--- src/hdl/boot_pkg.sv ---
`default_nettype none

package boot_pkg;

   // Physical address and data widths of the memory-command link
   localparam int ADDR_WIDTH = 40;
   localparam int DATA_WIDTH = 64;

   typedef enum logic [1:0]
   {
      MEM_LOAD  = 2'b00,
      MEM_STORE = 2'b01
   } mem_op_e;

   // Boot record opcodes
   typedef enum logic [1:0]
   {
      NBF_WRITE  = 2'b00,
      NBF_FENCE  = 2'b01,
      NBF_FINISH = 2'b10
   } nbf_op_e;

   typedef struct packed
   {
      mem_op_e                 op;
      logic [ADDR_WIDTH-1:0]   addr;
      logic [DATA_WIDTH-1:0]   data;
   } mem_cmd_s;

   // Responses carry no data, the loaders only count them
   typedef struct packed
   {
      mem_op_e                 op;
      logic [ADDR_WIDTH-1:0]   addr;
   } mem_resp_s;

   typedef struct packed
   {
      nbf_op_e                 op;
      logic [ADDR_WIDTH-1:0]   addr;
      logic [DATA_WIDTH-1:0]   data;
   } nbf_rec_s;

   localparam int CFG_NUM_WRITES = 3;

   // Entry 0 sits in the low slice: core id, host did, coherence mode
   localparam logic [CFG_NUM_WRITES-1:0][ADDR_WIDTH-1:0] CFG_ADDR_TABLE =
      {40'h00_0020_0018, 40'h00_0020_0010, 40'h00_0020_0008};

   // Coherence mode 1 selects normal operation
   localparam logic [CFG_NUM_WRITES-1:0][DATA_WIDTH-1:0] CFG_DATA_TABLE =
      {64'd1, 64'd1, 64'd0};

   // Freeze register, writing 0 lets the core run
   localparam logic [ADDR_WIDTH-1:0] CFG_FREEZE_ADDR = 40'h00_0020_0000;

   // Store credits of the NBF loader
   localparam int NBF_MAX_OUTSTANDING = 4;
   localparam int OUTST_WIDTH         = 3;

endpackage

`default_nettype wire
--- src/hdl/boot_host.sv ---
`timescale 1ns/1ps
`default_nettype none

module boot_host
   (input  logic                clk_i
   , input  logic               reset_i

   , output boot_pkg::mem_cmd_s  mem_cmd_o
   , output logic               mem_cmd_v_o
   , input  logic               mem_cmd_ready_i

   , input  boot_pkg::mem_resp_s mem_resp_i
   , input  logic               mem_resp_v_i

   , input  boot_pkg::nbf_rec_s  nbf_i
   , input  logic               nbf_v_i
   , output logic               nbf_ready_o

   , output logic               done_o
   );

   import boot_pkg::*;

   mem_cmd_s cfg_cmd;
   logic     cfg_cmd_v;
   logic     cfg_cmd_ready;
   logic     cfg_resp_v;
   logic     cfg_done;

   mem_cmd_s nbf_cmd;
   logic     nbf_cmd_v;
   logic     nbf_cmd_ready;
   logic     nbf_resp_v;

   cfg_loader u_cfg_loader
      (.clk_i        (clk_i)
      ,.reset_i      (reset_i)
      ,.cmd_o        (cfg_cmd)
      ,.cmd_v_o      (cfg_cmd_v)
      ,.cmd_ready_i  (cfg_cmd_ready)
      ,.resp_v_i     (cfg_resp_v)
      ,.done_o       (cfg_done)
      );

   nbf_loader u_nbf_loader
      (.clk_i        (clk_i)
      ,.reset_i      (reset_i)
      ,.rec_i        (nbf_i)
      ,.rec_v_i      (nbf_v_i)
      ,.rec_ready_o  (nbf_ready_o)
      ,.cmd_o        (nbf_cmd)
      ,.cmd_v_o      (nbf_cmd_v)
      ,.cmd_ready_i  (nbf_cmd_ready)
      ,.resp_v_i     (nbf_resp_v)
      ,.done_o       (done_o)
      );

   load_arbiter u_load_arbiter
      (.cfg_done_i      (cfg_done)
      ,.cfg_cmd_i       (cfg_cmd)
      ,.cfg_cmd_v_i     (cfg_cmd_v)
      ,.cfg_cmd_ready_o (cfg_cmd_ready)
      ,.cfg_resp_v_o    (cfg_resp_v)
      ,.nbf_cmd_i       (nbf_cmd)
      ,.nbf_cmd_v_i     (nbf_cmd_v)
      ,.nbf_cmd_ready_o (nbf_cmd_ready)
      ,.nbf_resp_v_o    (nbf_resp_v)
      ,.mem_cmd_o       (mem_cmd_o)
      ,.mem_cmd_v_o     (mem_cmd_v_o)
      ,.mem_cmd_ready_i (mem_cmd_ready_i)
      ,.mem_resp_v_i    (mem_resp_v_i)
      );

   // A stalled command holds across the hand-over between loaders
   cmd_hold_a: assert property (@(posedge clk_i) disable iff (reset_i)
      (mem_cmd_v_o && !mem_cmd_ready_i) |=> (mem_cmd_v_o && $stable(mem_cmd_o)));

   // Only stores are ever issued, so only stores come back
   resp_is_store_a: assert property (@(posedge clk_i) disable iff (reset_i)
      mem_resp_v_i |-> (mem_resp_i.op == MEM_STORE));

endmodule

`default_nettype wire

--- src/hdl/load_arbiter.sv ---
`timescale 1ns/1ps
`default_nettype none

module load_arbiter
   (input  logic               cfg_done_i

   , input  boot_pkg::mem_cmd_s cfg_cmd_i
   , input  logic              cfg_cmd_v_i
   , output logic              cfg_cmd_ready_o
   , output logic              cfg_resp_v_o

   , input  boot_pkg::mem_cmd_s nbf_cmd_i
   , input  logic              nbf_cmd_v_i
   , output logic              nbf_cmd_ready_o
   , output logic              nbf_resp_v_o

   , output boot_pkg::mem_cmd_s mem_cmd_o
   , output logic              mem_cmd_v_o
   , input  logic              mem_cmd_ready_i
   , input  logic              mem_resp_v_i
   );

   // Fixed priority, the config loader owns the link until it is done
   always_comb
   begin
      if (!cfg_done_i)
      begin
         mem_cmd_o       = cfg_cmd_i;
         mem_cmd_v_o     = cfg_cmd_v_i;
         cfg_cmd_ready_o = mem_cmd_ready_i;
         nbf_cmd_ready_o = 1'b0;
         cfg_resp_v_o    = mem_resp_v_i;
         nbf_resp_v_o    = 1'b0;
      end
      else
      begin
         mem_cmd_o       = nbf_cmd_i;
         mem_cmd_v_o     = nbf_cmd_v_i;
         cfg_cmd_ready_o = 1'b0;
         nbf_cmd_ready_o = mem_cmd_ready_i;
         cfg_resp_v_o    = 1'b0;
         nbf_resp_v_o    = mem_resp_v_i;
      end
   end

endmodule

`default_nettype wire

--- src/hdl/nbf_loader.sv ---
`timescale 1ns/1ps
`default_nettype none

module nbf_loader
   (input  logic               clk_i
   , input  logic              reset_i

   , input  boot_pkg::nbf_rec_s rec_i
   , input  logic              rec_v_i
   , output logic              rec_ready_o

   , output boot_pkg::mem_cmd_s cmd_o
   , output logic              cmd_v_o
   , input  logic              cmd_ready_i

   , input  logic              resp_v_i

   , output logic              done_o
   );

   import boot_pkg::*;

   typedef enum logic [1:0]
   {
      LOAD,
      FREEZE_CLEAR,
      DRAIN,
      DONE
   } state_e;

   state_e                 state_r;
   state_e                 state_n;
   logic [OUTST_WIDTH-1:0] outst_r;
   logic [OUTST_WIDTH-1:0] outst_n;
   logic                   has_room;
   logic                   cmd_fire;
   logic                   rec_fire;

   assign has_room = (outst_r < OUTST_WIDTH'(NBF_MAX_OUTSTANDING));
   assign cmd_fire = cmd_v_o & cmd_ready_i;
   assign rec_fire = rec_v_i & rec_ready_o;
   assign done_o   = (state_r == DONE);

   always_comb
   begin
      cmd_o.op    = MEM_STORE;
      cmd_o.addr  = rec_i.addr;
      cmd_o.data  = rec_i.data;
      cmd_v_o     = 1'b0;
      rec_ready_o = 1'b0;
      case (state_r)
         LOAD:
         begin
            cmd_v_o = rec_v_i & (rec_i.op == NBF_WRITE) & has_room;
            // Records only move while the link would take a store
            case (rec_i.op)
               NBF_WRITE:  rec_ready_o = cmd_v_o & cmd_ready_i;
               NBF_FENCE:  rec_ready_o = rec_v_i & cmd_ready_i & (outst_r == '0);
               NBF_FINISH: rec_ready_o = rec_v_i & cmd_ready_i & has_room;
               default:    rec_ready_o = 1'b0;
            endcase
         end
         FREEZE_CLEAR:
         begin
            // Release the core only after all program stores landed
            cmd_o.addr = CFG_FREEZE_ADDR;
            cmd_o.data = '0;
            cmd_v_o    = (outst_r == '0);
         end
         default:
         begin
            cmd_v_o = 1'b0;
         end
      endcase
   end

   always_comb
   begin
      state_n = state_r;
      outst_n = outst_r;
      if (cmd_fire)
         outst_n = outst_n + 1'b1;
      if (resp_v_i)
         outst_n = outst_n - 1'b1;
      case (state_r)
         LOAD:
            if (rec_fire && (rec_i.op == NBF_FINISH))
               state_n = FREEZE_CLEAR;
         FREEZE_CLEAR:
            if (cmd_fire)
               state_n = DRAIN;
         DRAIN:
            if (outst_n == '0)
               state_n = DONE;
         default:
            state_n = DONE;
      endcase
   end

   always_ff @(posedge clk_i)
   begin
      if (reset_i)
      begin
         state_r <= LOAD;
         outst_r <= '0;
      end
      else
      begin
         state_r <= state_n;
         outst_r <= outst_n;
      end
   end

   outst_limit_a: assert property (@(posedge clk_i) disable iff (reset_i)
      outst_r <= OUTST_WIDTH'(NBF_MAX_OUTSTANDING));

endmodule

`default_nettype wire

--- src/hdl/cfg_loader.sv ---
`timescale 1ns/1ps
`default_nettype none

module cfg_loader
   (input  logic               clk_i
   , input  logic              reset_i

   , output boot_pkg::mem_cmd_s cmd_o
   , output logic              cmd_v_o
   , input  logic              cmd_ready_i

   , input  logic              resp_v_i

   , output logic              done_o
   );

   import boot_pkg::*;

   logic [$clog2(CFG_NUM_WRITES+1)-1:0] idx_r;
   logic [$clog2(CFG_NUM_WRITES+1)-1:0] idx_n;
   logic [$clog2(CFG_NUM_WRITES+1)-1:0] tbl_idx;
   logic [OUTST_WIDTH-1:0]              outst_r;
   logic [OUTST_WIDTH-1:0]              outst_n;
   logic                                cmd_v_r;
   logic                                done_r;
   logic                                cmd_fire;

   assign cmd_fire = cmd_v_r & cmd_ready_i;
   assign cmd_v_o  = cmd_v_r;
   assign done_o   = done_r;

   // Keep the table lookup in range once every entry has gone out
   assign tbl_idx = (idx_r < CFG_NUM_WRITES) ? idx_r : '0;

   always_comb
   begin
      cmd_o.op   = MEM_STORE;
      cmd_o.addr = CFG_ADDR_TABLE[tbl_idx];
      cmd_o.data = CFG_DATA_TABLE[tbl_idx];
   end

   always_comb
   begin
      idx_n   = idx_r;
      outst_n = outst_r;
      if (cmd_fire)
      begin
         idx_n   = idx_r + 1'b1;
         outst_n = outst_n + 1'b1;
      end
      if (resp_v_i)
      begin
         outst_n = outst_n - 1'b1;
      end
   end

   always_ff @(posedge clk_i)
   begin
      if (reset_i)
      begin
         idx_r   <= '0;
         outst_r <= '0;
         cmd_v_r <= 1'b0;
         done_r  <= 1'b0;
      end
      else
      begin
         idx_r   <= idx_n;
         outst_r <= outst_n;
         // Valid stays up back to back while table entries remain
         cmd_v_r <= (idx_n < CFG_NUM_WRITES);
         // Done once the whole table is sent and answered
         done_r  <= done_r | ((idx_n == CFG_NUM_WRITES) & (outst_n == '0));
      end
   end

   // Every response must belong to a store that is still in flight
   resp_has_owner_a: assert property (@(posedge clk_i) disable iff (reset_i)
      resp_v_i |-> (outst_r != '0));

endmodule

`default_nettype wire

--- config.mk ---
export PLATFORM = sky130hd
export DESIGN_NAME = boot_host
export DESIGN_NICKNAME = d
export VERILOG_FILES = /design/src/hdl/boot_pkg.sv /design/src/hdl/boot_host.sv /design/src/hdl/load_arbiter.sv /design/src/hdl/nbf_loader.sv /design/src/hdl/cfg_loader.sv
export SDC_FILE = /design/constraint.sdc
export NUM_CORES = 1
export LEC_CHECK = 0
export ABC_AREA = 1
export BUFFER_PORTS_ARGS = -buffer_cell sky130_fd_sc_hd__buf_2
export CORE_AREA = 2 2 103 105
export CTS_CLUSTER_DIAMETER = 120
export DETAILED_ROUTE_END_ITERATION = 12
export DIE_AREA = 0 0 105 107
export PLACE_DENSITY = 0.61
export SYNTH_ARGS = -nofsm -noshare
export SYNTH_HDL_FRONTEND = slang
export SYNTH_SLANG_ARGS = --single-unit
export TNS_END_PERCENT = 30
--- constraint.sdc ---
create_clock -name clk_i -period 5.2 [get_ports clk_i]
set_input_delay 0.52 -clock clk_i [delete_from_list [all_inputs] [get_ports clk_i]]
set_output_delay 0.52 -clock clk_i [all_outputs]
set_load 0.02 [all_outputs]
# == Word level (Yosys, flattened, before mapping) ==
# Index checks and enable logic that the tools add are counted.
# word_totals
register_bits,12
latch_bits,0
ram_bits,0
romBits,0
output_inout_bits,109
word_cells,66
mem_count,0
# classes
addsub,5
n_mul,0
n_div,0
n_lt_le_gt_ge,4
eq_ne,9
shift,0
n_mux,24
bitwise_logic,11
reduce_logical,7
# ops
cell,n
104-bit 2-to-1 mux,2
64-bit binary-select mux with 2-bit select,1
40-bit binary-select mux with 2-bit select,1
64-bit 2-to-1 mux,1
40-bit 2-to-1 mux,1
3-bit 2-to-1 mux,4
1-bit bitwise AND,10
2-bit 2-to-1 mux,5
3-bit zero test,3
2-bit == test (second input constant),4
3-bit by 1-bit adder with 3-bit output (second input constant),2
1-bit 2-to-1 mux,6
2-bit by 1-bit != test with 1-bit output (second input constant),3
2-bit case mux with 3 select lines,1
3-bit by 1-bit subtractor with 3-bit output (second input constant),2
2-bit by 1-bit == test with 1-bit output (second input constant),2
2-bit zero test,2
2-bit < comparator (second input constant),2
2-bit by 3-bit < comparator with 1-bit output (second input constant),1
3-bit < comparator (second input constant),1
1-bit case mux with 3 select lines,1
3-bit AND reduction,1
2-bit by 1-bit adder with 2-bit output (second input constant),1
1-bit case mux with 2 select lines,1
other kinds (2),2

# == Longest topological paths before layout ==
# Gate-level depths: netlist of the first run.
# logic_depth
depth_word,11
mapped_depth,19
depth_no_buf,19

# == Hierarchy ==
# Synthesis of the first run repeated with hierarchy kept, for this count alone.
# unflattened
cells_unflattened,811
hier_area_um2,3847.4
# modules_own_cells
module,n_inst,cells_per_inst,area_per_inst_um2,seq_area_each_um2
load_arbiter,1,353,1350.0,0.0
nbf_loader,1,292,1298.7,100.1
cfg_loader,1,166,1198.6,140.1

# == Worst setup path after synthesis of the first run ==
# Ideal clock, no wire load.
# synth_timing
path_kind,input port to flip-flop
start,input nbf_i[104] (netlist name)
end,register u_nbf_loader.state_r[0]
setup_ps,131
arrival_ps,2010
required_ps,5069
setup_slack_ps,3060
stages,18
path_buffers,0
cell_sequence,inv_1 ha_1 nand2_1 nor2_1 nand2_1 nand2_4 nand3_1 and2_1 ha_1 nand2_1 nand2_1 nand2_1 o21bai_1 nand2_1 nand3_1 nand2_1 nand2_1 a21oi_2
# synth_via
elab_chain_len,11
elab_cells_between_ends,20
cone_classes,add/sub: 1; eq/ne: 5; mux: 5; bitwise: 5; reduce/logical: 4
# synth_rtl
element,line,rtl
from (decl),boot_host.sv:15,", input boot_pkg::nbf_rec_s nbf_i"
2-bit zero test,"nbf_loader.sv:54, nbf_loader.sv:56",
1-bit bitwise AND (2 in series),nbf_loader.sv:54,cmd_v_o = rec_v_i & (rec_i.op == NBF_WRITE) & has_room;
1-bit case mux with 2 select lines,nbf_loader.sv:51,case (state_r)
1-bit bitwise AND,nbf_loader.sv:40,assign cmd_fire = cmd_v_o & cmd_ready_i;
3-bit 2-to-1 mux,nbf_loader.sv:81,if (cmd_fire)
3-bit by 1-bit subtractor with 3-bit output,nbf_loader.sv:84,outst_n = outst_n - 1'b1;
3-bit 2-to-1 mux,nbf_loader.sv:83,if (resp_v_i)
3-bit zero test,nbf_loader.sv:93,if (outst_n == '0)
2-bit by 1-bit != test with 1-bit output (no source line),-,
3-bit AND reduction (no source line) *,-,
to (signal assigned),nbf_loader.sv:109,state_r <= state_n;
to (decl),nbf_loader.sv:31,state_e state_r;
# Every way passes the cells marked *; elsewhere a longest branch is shown, timed or not.
# A chain may end at the register's enable or synchronous reset.

==> results of run 1 <==
## final cells by class
class / count / area, um^2
fillers: 1217 / 7100
inverters: 122 / 460
clock buffers: 4 / 55.1
well taps: 136 / 170
diodes: 1 / 2.50
flip-flops and latches: 12 / 240
repair buffers: 218 / 1090
multi-input cells: 198 / 968
## cells by family (layout without fill, tap and decap cells)
| kind of cell | Yosys count | after routing | synth area share |
|---|---|---|---|
| XOR/XNOR | 5 | 5 | 0.0293 |
| AND/OR/NAND/NOR | 167 | 167 | 0.397 |
| multiplexers | 1 | 1 | 0.00571 |
| other | 2 | 3 | 0.00428 |
| adder cells (fa/ha/maj) | 10 | 10 | 0.0714 |
| flip-flops | 12 | 12 | 0.137 |
| buffers and inverters | 137 | 344 | 0.310 |
| AO/OA/AOI/OAI | 13 | 13 | 0.0450 |
## report_power, final
group	internal (uW)	switching, uW
logic	59.4	69.1
registers	98.7	4.94
clock network	67.0	35.4
total	225	109
## placed cells by master, fill, tap and decap left out, types with 4 or more instances in the layout
cell      count
inv_2         5
clkbuf_8      4
nand2_1      32
buf_2       217
nor2_1      114
dfxtp_1      12
inv_1       115
nand3_1       9
ha_1         10
## flip-flops by register name (all words and copies together) (netlist names)
name and count:
u_cfg_loader.done_o 1, u_cfg_loader.idx_r 2, u_nbf_loader.state_r 2, u_nbf_loader.outst_r 3, u_cfg_loader.cmd_v_o 1, u_cfg_loader.outst_r 3
## metal layers
| layer | GRT usage | up-vias | part of all wire |
|---|---|---|---|
| li1 | - | 1357 | - |
| met1 | 0.218 | 1037 | 0.51 |
| met2 | 0.195 | 129 | 0.38 |
| met3 | 0.0505 | 4 | 0.11 |
| met4 | 0.00857 | 2 | 0.0015 |
| met5 | 0 | - | 0.0012 |
## critical path: stages, from the launching register on
cell	delay, ns
dfxtp_1	0.58
inv_4	0.10
nor2_1	0.27
inv_2	0.06
buf_4	0.37
nor2_1	0.38
buf_2	0.24
## worst paths after layout
kind	start	to	slack, ns	depth (start not counted)
max reg2reg	u_nbf_loader.outst_r[0]	u_nbf_loader.state_r[0]	2.96	19
max	u_cfg_loader.done_o	mem_cmd_o[87]	2.43	6
min reg2reg	u_nbf_loader.state_r[1]	u_nbf_loader.state_r[1]	0.54	2
min	u_nbf_loader.state_r[1]	u_nbf_loader.state_r[1]	0.54	2
## metrics by stage
step	std cells	hold WS, ns	utilization
finish	691	0.536	0.296
global route	690	0.561	0.296
CTS	690	0.528	0.296
detailed placement	686	0.519	0.291
global placement	686	0.518	0.291
floorplan	347	0.485	-
==> results.toml, run 1 <==
[routing]
drc_errors = 0
drtIter0Drc = 70
antenna_left = 0
drt-total-wl_mm = 8.45
vias_per_cell = 3.66
num_vias = 2529
first_pass_iters = 4
wl_per_cell_um = 12.2

[run_status]
status = "finished, final reports clean"

[yosys]
synthCells = 347
post-synth-top-area-cell = "inv_1"
yosys_most_used_dff = "dfxtp_1"
syn_avg_cell_area_um2 = 5.05
ys_seq_area_frac = 0.137
synth_top_cells_by_area = "inv_1 (25%), nor2_1 (24%), dfxtp_1 (14%), ha_1 (7.1%), nand2_1 (6.9%)"
yosys-top-cells-count = "inv_1 (115), nor2_1 (114), nand2_1 (32)"
ys_seq_elements = 12
synth_top_area_frac = 0.246
syn-num-nets = 510
ys_async_sr_fraction = 0
yosysWarnings = 0
syn-cell-area_mm2 = 0.00175
synth-edff-count = 0
ys_types = 35
synth_most_common_cell = "inv_1"

[sta]
setup_viol = 0
fin_crit_ns = 2.77
report.final.slew_viol_count = 0
skew_ns = 0.00196
tns_ns = 0
timing.final.ws_setup_ns = 2.43
fin_crit_sh = 0.533
rsz0062_at_grt = "no"
max_freq_ghz = 0.361
hold_viol_final = 0
relSlewSlack = 0.352
max_slew.worst_pin.slew_ns = 0.972

[layout]
syn_to_final_growth_pct = 70.6
nets = 718
drive_gt1_frac = 0.428
finalInstanceArea_mm2 = 0.00299

[worst_setup_path]
start_kind = "flop"
cp_data_arrival_time_ns = 2.25
crit_required_ns = 4.68
crit_type = "reg2out"
crit_path_end_kind = "output pin"
crit_fanout = 100

[clock_tree]
clock_latency_ns = 0.24
cts_buffers = 3
cts_hold_buf = 0
cts-resized-gates = 0
cts_max_level = 1
cts_buffer_depth = 2
cts_root_buf = "clkbuf_8"
cts_tree = "built"
cts_setup_buffers = 0
cts_num_sinks = 12
clkTransAtPathRegs_ns = 0.05

[pwr]
vdd_drop_max_mv = 0.151
p_leak_uw = 0.00226
power_uw = 334
powerDensity_mw_per_mm2 = 112

[floorplan]
pin_count = 262
rows = 37
initial_core_util = 0.174
die-area_mm2 = 0.0112
die_x_um = 105
die_h_um = 107
core_area_mm2 = 0.0101

[place]
placed_area_mm2 = 0.00293
dpl.hpwl_mm = 7.43
gp_congestion = 0.824
pre_cts_slack_ns = 2.61
io_buffers = 217

[worst_hold_path]
hold_path_class = "reg2reg"

[global_route]
first_global_vias = 2253
grt_overflow = 0
grt_max_degree = 101
grt_pass1_wl_mm = 12.2
grt_usage = 0.142
antenna_found_initial = 2

[flow_run]
maxCapViolCount = 0
Power figures use the tool's default switching activity.
==> run 2, diff against run 1 <==
- PLACE_DENSITY: 0.61 -> 0.63
- clock period: 5.2 -> 2.3 ns (I/O delays scaled with it)
==> results.toml, run 2 (same netlist as run 1, synthesis figures left out) <==
[layout]
layout_common_cells = "buf_2 (217), inv_1 (114), nor2_1 (112), nand2_1 (31), dfxtp_1 (11)"
fill_cells = 1169
instances_no_fill = 696
syn_to_final_growth_pct = 73.1
drive_gt1_frac = 0.440
nets = 722
final_common_cell = "buf_2"
largestRegisters = "u_cfg_loader.outst_r (3), u_nbf_loader.outst_r (3)"

[clock_tree]
cts_num_sinks = 12
cts_max_level = 1
clkTransAtPathRegs_ns = 0.05
cts_buffers = 3
clock_latency_ns = 0.24
cts_buffer_depth = 2
cts_tree = "built"
cts_setup_buffers = 0
cts_root_buf = "clkbuf_8"

[pwr]
powerDensity_mw_per_mm2 = 234
power_uw = 710
p_leak_uw = 0.00228
vdd_drop_max_mv = 0.309

[routing]
drtIter0Drc = 111
vias_per_cell = 3.60
drc_errors = 0
wl_per_cell_um = 11.1
drt-total-wl_mm = 7.74
antenna_left = 0
num_vias = 2506
first_pass_iters = 4

[floorplan]
die-area_mm2 = 0.0112
rows = 37
die_x_um = 105
die_h_um = 107
core_area_mm2 = 0.0101
initial_core_util = 0.174
pin_count = 262

[global_route]
first_global_vias = 2202
grt_usage = 0.129
grt_pass1_wl_mm = 11.5
grt_max_degree = 49
grt_overflow = 0
antenna_found_initial = 4

[sta]
report.final.slew_viol_count = 0
rsz0062_at_grt = "yes"
setup_viol = 0
fin_crit_sh = 0.915
skew_ns = 0.000866
hold_viol_final = 0
max_freq_ghz = 0.475
fin_crit_ns = 2.11

[place]
dpl.hpwl_mm = 6.91
io_buffers = 217
gp_congestion = 0.787
post-place-cells = 690

[run_status]
status = "finished, final reports clean"

[worst_setup_path]
crit_type = "reg2out"
crit_path_end_kind = "output pin"
cp_data_arrival_time_ns = 1.88
crit_required_ns = 2.07
start_kind = "flop"
crit_fanout = 48

[worst_hold_path]
hold_path_class = "in2reg"

[flow_run]
maxCapViolCount = 0
==> run 2: what timing repair did <==
| action | in CTS | in global routing |
|---|---|---|
| hold buffers | 0 | 0 |
| setup endpoints to repair | 0 | 24 |
| gates resized for setup | 0 | 5 |
==> run 2: worst max-delay path, cell delays in order (launching register included) <==
cell and delay, ns:
dfxtp_1 0.44, inv_4 0.09, nor2_2 0.22, clkinv_2 0.12
buf_12 0.18, buf_4 0.23, nor2_1 0.14, buf_2 0.19
==> run 2: power breakdown <==
group / internal, uW / switching, uW
combinational: 136 / 154
sequential: 223 / 11.1
clock: 115 / 71.1
total: 474 / 236
==> run 2: per-layer routing <==
layer,track usage,vias to the layer above,part of all wire
met2,0.199,125,0.41
met4,0.0352,0,0.012
met1,0.183,1007,0.49
li1,-,1368,-
met5,0,-,0
met3,0.0249,6,0.095
==> run 2: path summary, 6_finish.rpt <==
| check | startpoint | endpoint | slack (ns) | cells after the start |
|---|---|---|---|---|
| worst min-delay path | reset_i | u_nbf_loader.state_r[0] | 0.31 | 2 |
| worst min register to register | u_nbf_loader.state_r[1] | u_nbf_loader.state_r[1] | 0.54 | 2 |
| worst max register to register | u_nbf_loader.outst_r[0] | u_nbf_loader.state_r[0] | 0.19 | 18 |
| worst max-delay path | u_cfg_loader.done_o | mem_cmd_o[24] | 0.19 | 7 |
==> run 2: area by class of cell <==
cell class / count / area [um^2] / share of cell area
Antenna cell: 3 / 7.51 / 0.00247
Clock buffer: 3 / 41.3 / 0.0136
Inverter: 122 / 462 / 0.152
Multi-Input combinational cell: 198 / 976 / 0.322
Sequential cell: 12 / 241 / 0.0796
Tap cell: 136 / 170 / 0.0561
Timing Repair Buffer: 222 / 1140 / 0.374
==> run 2: through the flow <==
step           utilization  hold slack [ns]   TNS, ns  worst slack (ns)  instance area (um^2)
6_report             0.301            0.307         0             0.195                  3030
3_3_place_gp         0.295            0.522         0             0.150                  2980
4_1_cts              0.299            0.307         0            0.0961                  3020
3_5_place_dp         0.295            0.529         0             0.152                  2980
2_1_floorplan            -            0.299         0             0.330                  1750
5_1_grt              0.300            0.324  -0.00675          -0.00675                  3030
==> run 3, diff against run 2 <==
- CTS_BUF_LIST: not set -> sky130_fd_sc_hd__clkbuf_16
==> results.toml, run 3 (same netlist as run 1, synthesis figures left out) <==
[run_status]
status = "finished, final reports clean"

[global_route]
antenna_found_initial = 4
grt_max_degree = 49
first_global_vias = 2210
grt_overflow = 0
grt_pass1_wl_mm = 11.6
grt_usage = 0.130

[floorplan]
initial_core_util = 0.174
die_x_um = 105
pin_count = 262
die_h_um = 107
rows = 37
core_area_mm2 = 0.0101
die-area_mm2 = 0.0112

[place]
dpl.hpwl_mm = 6.91
io_buffers = 217
gp_congestion = 0.787
post-place-cells = 690

[routing]
num_vias = 2495
vias_per_cell = 3.58
antenna_left = 0
first_pass_iters = 4
wl_per_cell_um = 11.1
drt-total-wl_mm = 7.74
drc_errors = 0
drtIter0Drc = 109

[pwr]
clock_power_share = 0.372
swShare = 0.298
p_int_uw = 585
vdd_drop_max_mv = 0.497
seq_power_share = 0.281
powerDensity_mw_per_mm2 = 272
p_comb_frac = 0.347
power_uw = 834
p_leak_uw = 0.00230
netSwitchingPower_uw = 249

[layout]
syn_to_final_growth_pct = 75.0
drive_gt1_frac = 0.440
largestRegisters = "u_cfg_loader.outst_r (3), u_nbf_loader.outst_r (3)"
instances_no_fill = 696
fill_cells = 1163
final_common_cell = "buf_2"
layout_common_cells = "buf_2 (217), inv_1 (114), nor2_1 (112), nand2_1 (31), dfxtp_1 (11)"
nets = 722
final_util = 0.304

[clock_tree]
cts_buffers = 3
clock_latency_ns = 0.24
cts_root_buf = "clkbuf_16"
cts_setup_buffers = 0
cts_buffer_depth = 2
cts_num_sinks = 12
clkTransAtPathRegs_ns = 0.04
cts_tree = "built"
cts_max_level = 1
cts_hold_buf = 0
cts-resized-gates = 0

[sta]
max_freq_ghz = 0.474
hold_slack_ns = 0.313
fin_crit_sh = 0.917
fin_crit_ns = 2.11
hold_viol_final = 0
setup_viol = 0
skew_ns = 0.000882
report.final.slew_viol_count = 0
rsz0062_at_grt = "yes"

[flow_run]
maxCapViolCount = 0

[worst_setup_path]
crit_fanout = 48
crit_required_ns = 2.07
crit_path_end_kind = "output pin"
cp_data_arrival_time_ns = 1.88
start_kind = "flop"
crit_type = "reg2out"

[worst_hold_path]
hold_path_class = "in2reg"
run 3: cell counts in the layout (fill, tap and decap cells not counted):
Identical to the previous run, type by type.
run 3: power groups by stage:
| stage | sequential (uW) | combinational (uW) | clock, uW |
|---|---|---|---|
| after floorplan | 236 | 160 | 0 |
| final | 235 | 289 | 310 |
| after global placement | 238 | 290 | 0 |
| after global routing | 237 | 332 | 328 |
| after CTS | 235 | 293 | 319 |
| after detailed placement | 238 | 291 | 0 |
run 3: routing by layer:
metal  global-route usage  wire [um]  vias to the layer above
met3               0.0267        747                        6
met4               0.0410        107                        0
met1                0.183       3760                      995
met2                0.199       3130                      128
li1                     -          -                     1366
met5                    0          0                        -
run 3: path summary, 6_finish.rpt:
kind	start	to	slack [ns]	cells past startpoint
hold reg to reg	u_nbf_loader.state_r[1]	u_nbf_loader.state_r[1]	0.54	2
setup / recovery	u_cfg_loader.done_o	mem_cmd_o[24]	0.19	7
hold / removal	reset_i	u_nbf_loader.state_r[0]	0.31	2
setup reg to reg	u_nbf_loader.outst_r[0]	u_nbf_loader.state_r[0]	0.20	18
run 3: cell type report:
cell class / count / area (um^2) / share of cell area
Antenna cell: 3 / 7.51 / 0.00245
Timing Repair Buffer: 222 / 1140 / 0.370
Clock buffer: 3 / 75.1 / 0.0245
Sequential cell: 12 / 241 / 0.0787
Inverter: 122 / 462 / 0.150
Tap cell: 136 / 170 / 0.0555
Multi-Input combinational cell: 198 / 976 / 0.318
run 3: critical path, stage by stage (launching register included):
cell and delay, ns:
dfxtp_1 0.44, inv_4 0.09, nor2_2 0.22, clkinv_2 0.12, buf_12 0.18, buf_4 0.23
nor2_1 0.14, buf_2 0.18
run 3: stage by stage:
step	setup TNS, ns	instance area (um^2)	worst slack [ns]
2_1_floorplan	0	1750	0.330
3_3_place_gp	0	2980	0.150
3_5_place_dp	0	2980	0.152
4_1_cts	0	3050	0.0953
5_1_grt	-0.00754	3070	-0.00754
6_report	0	3070	0.190
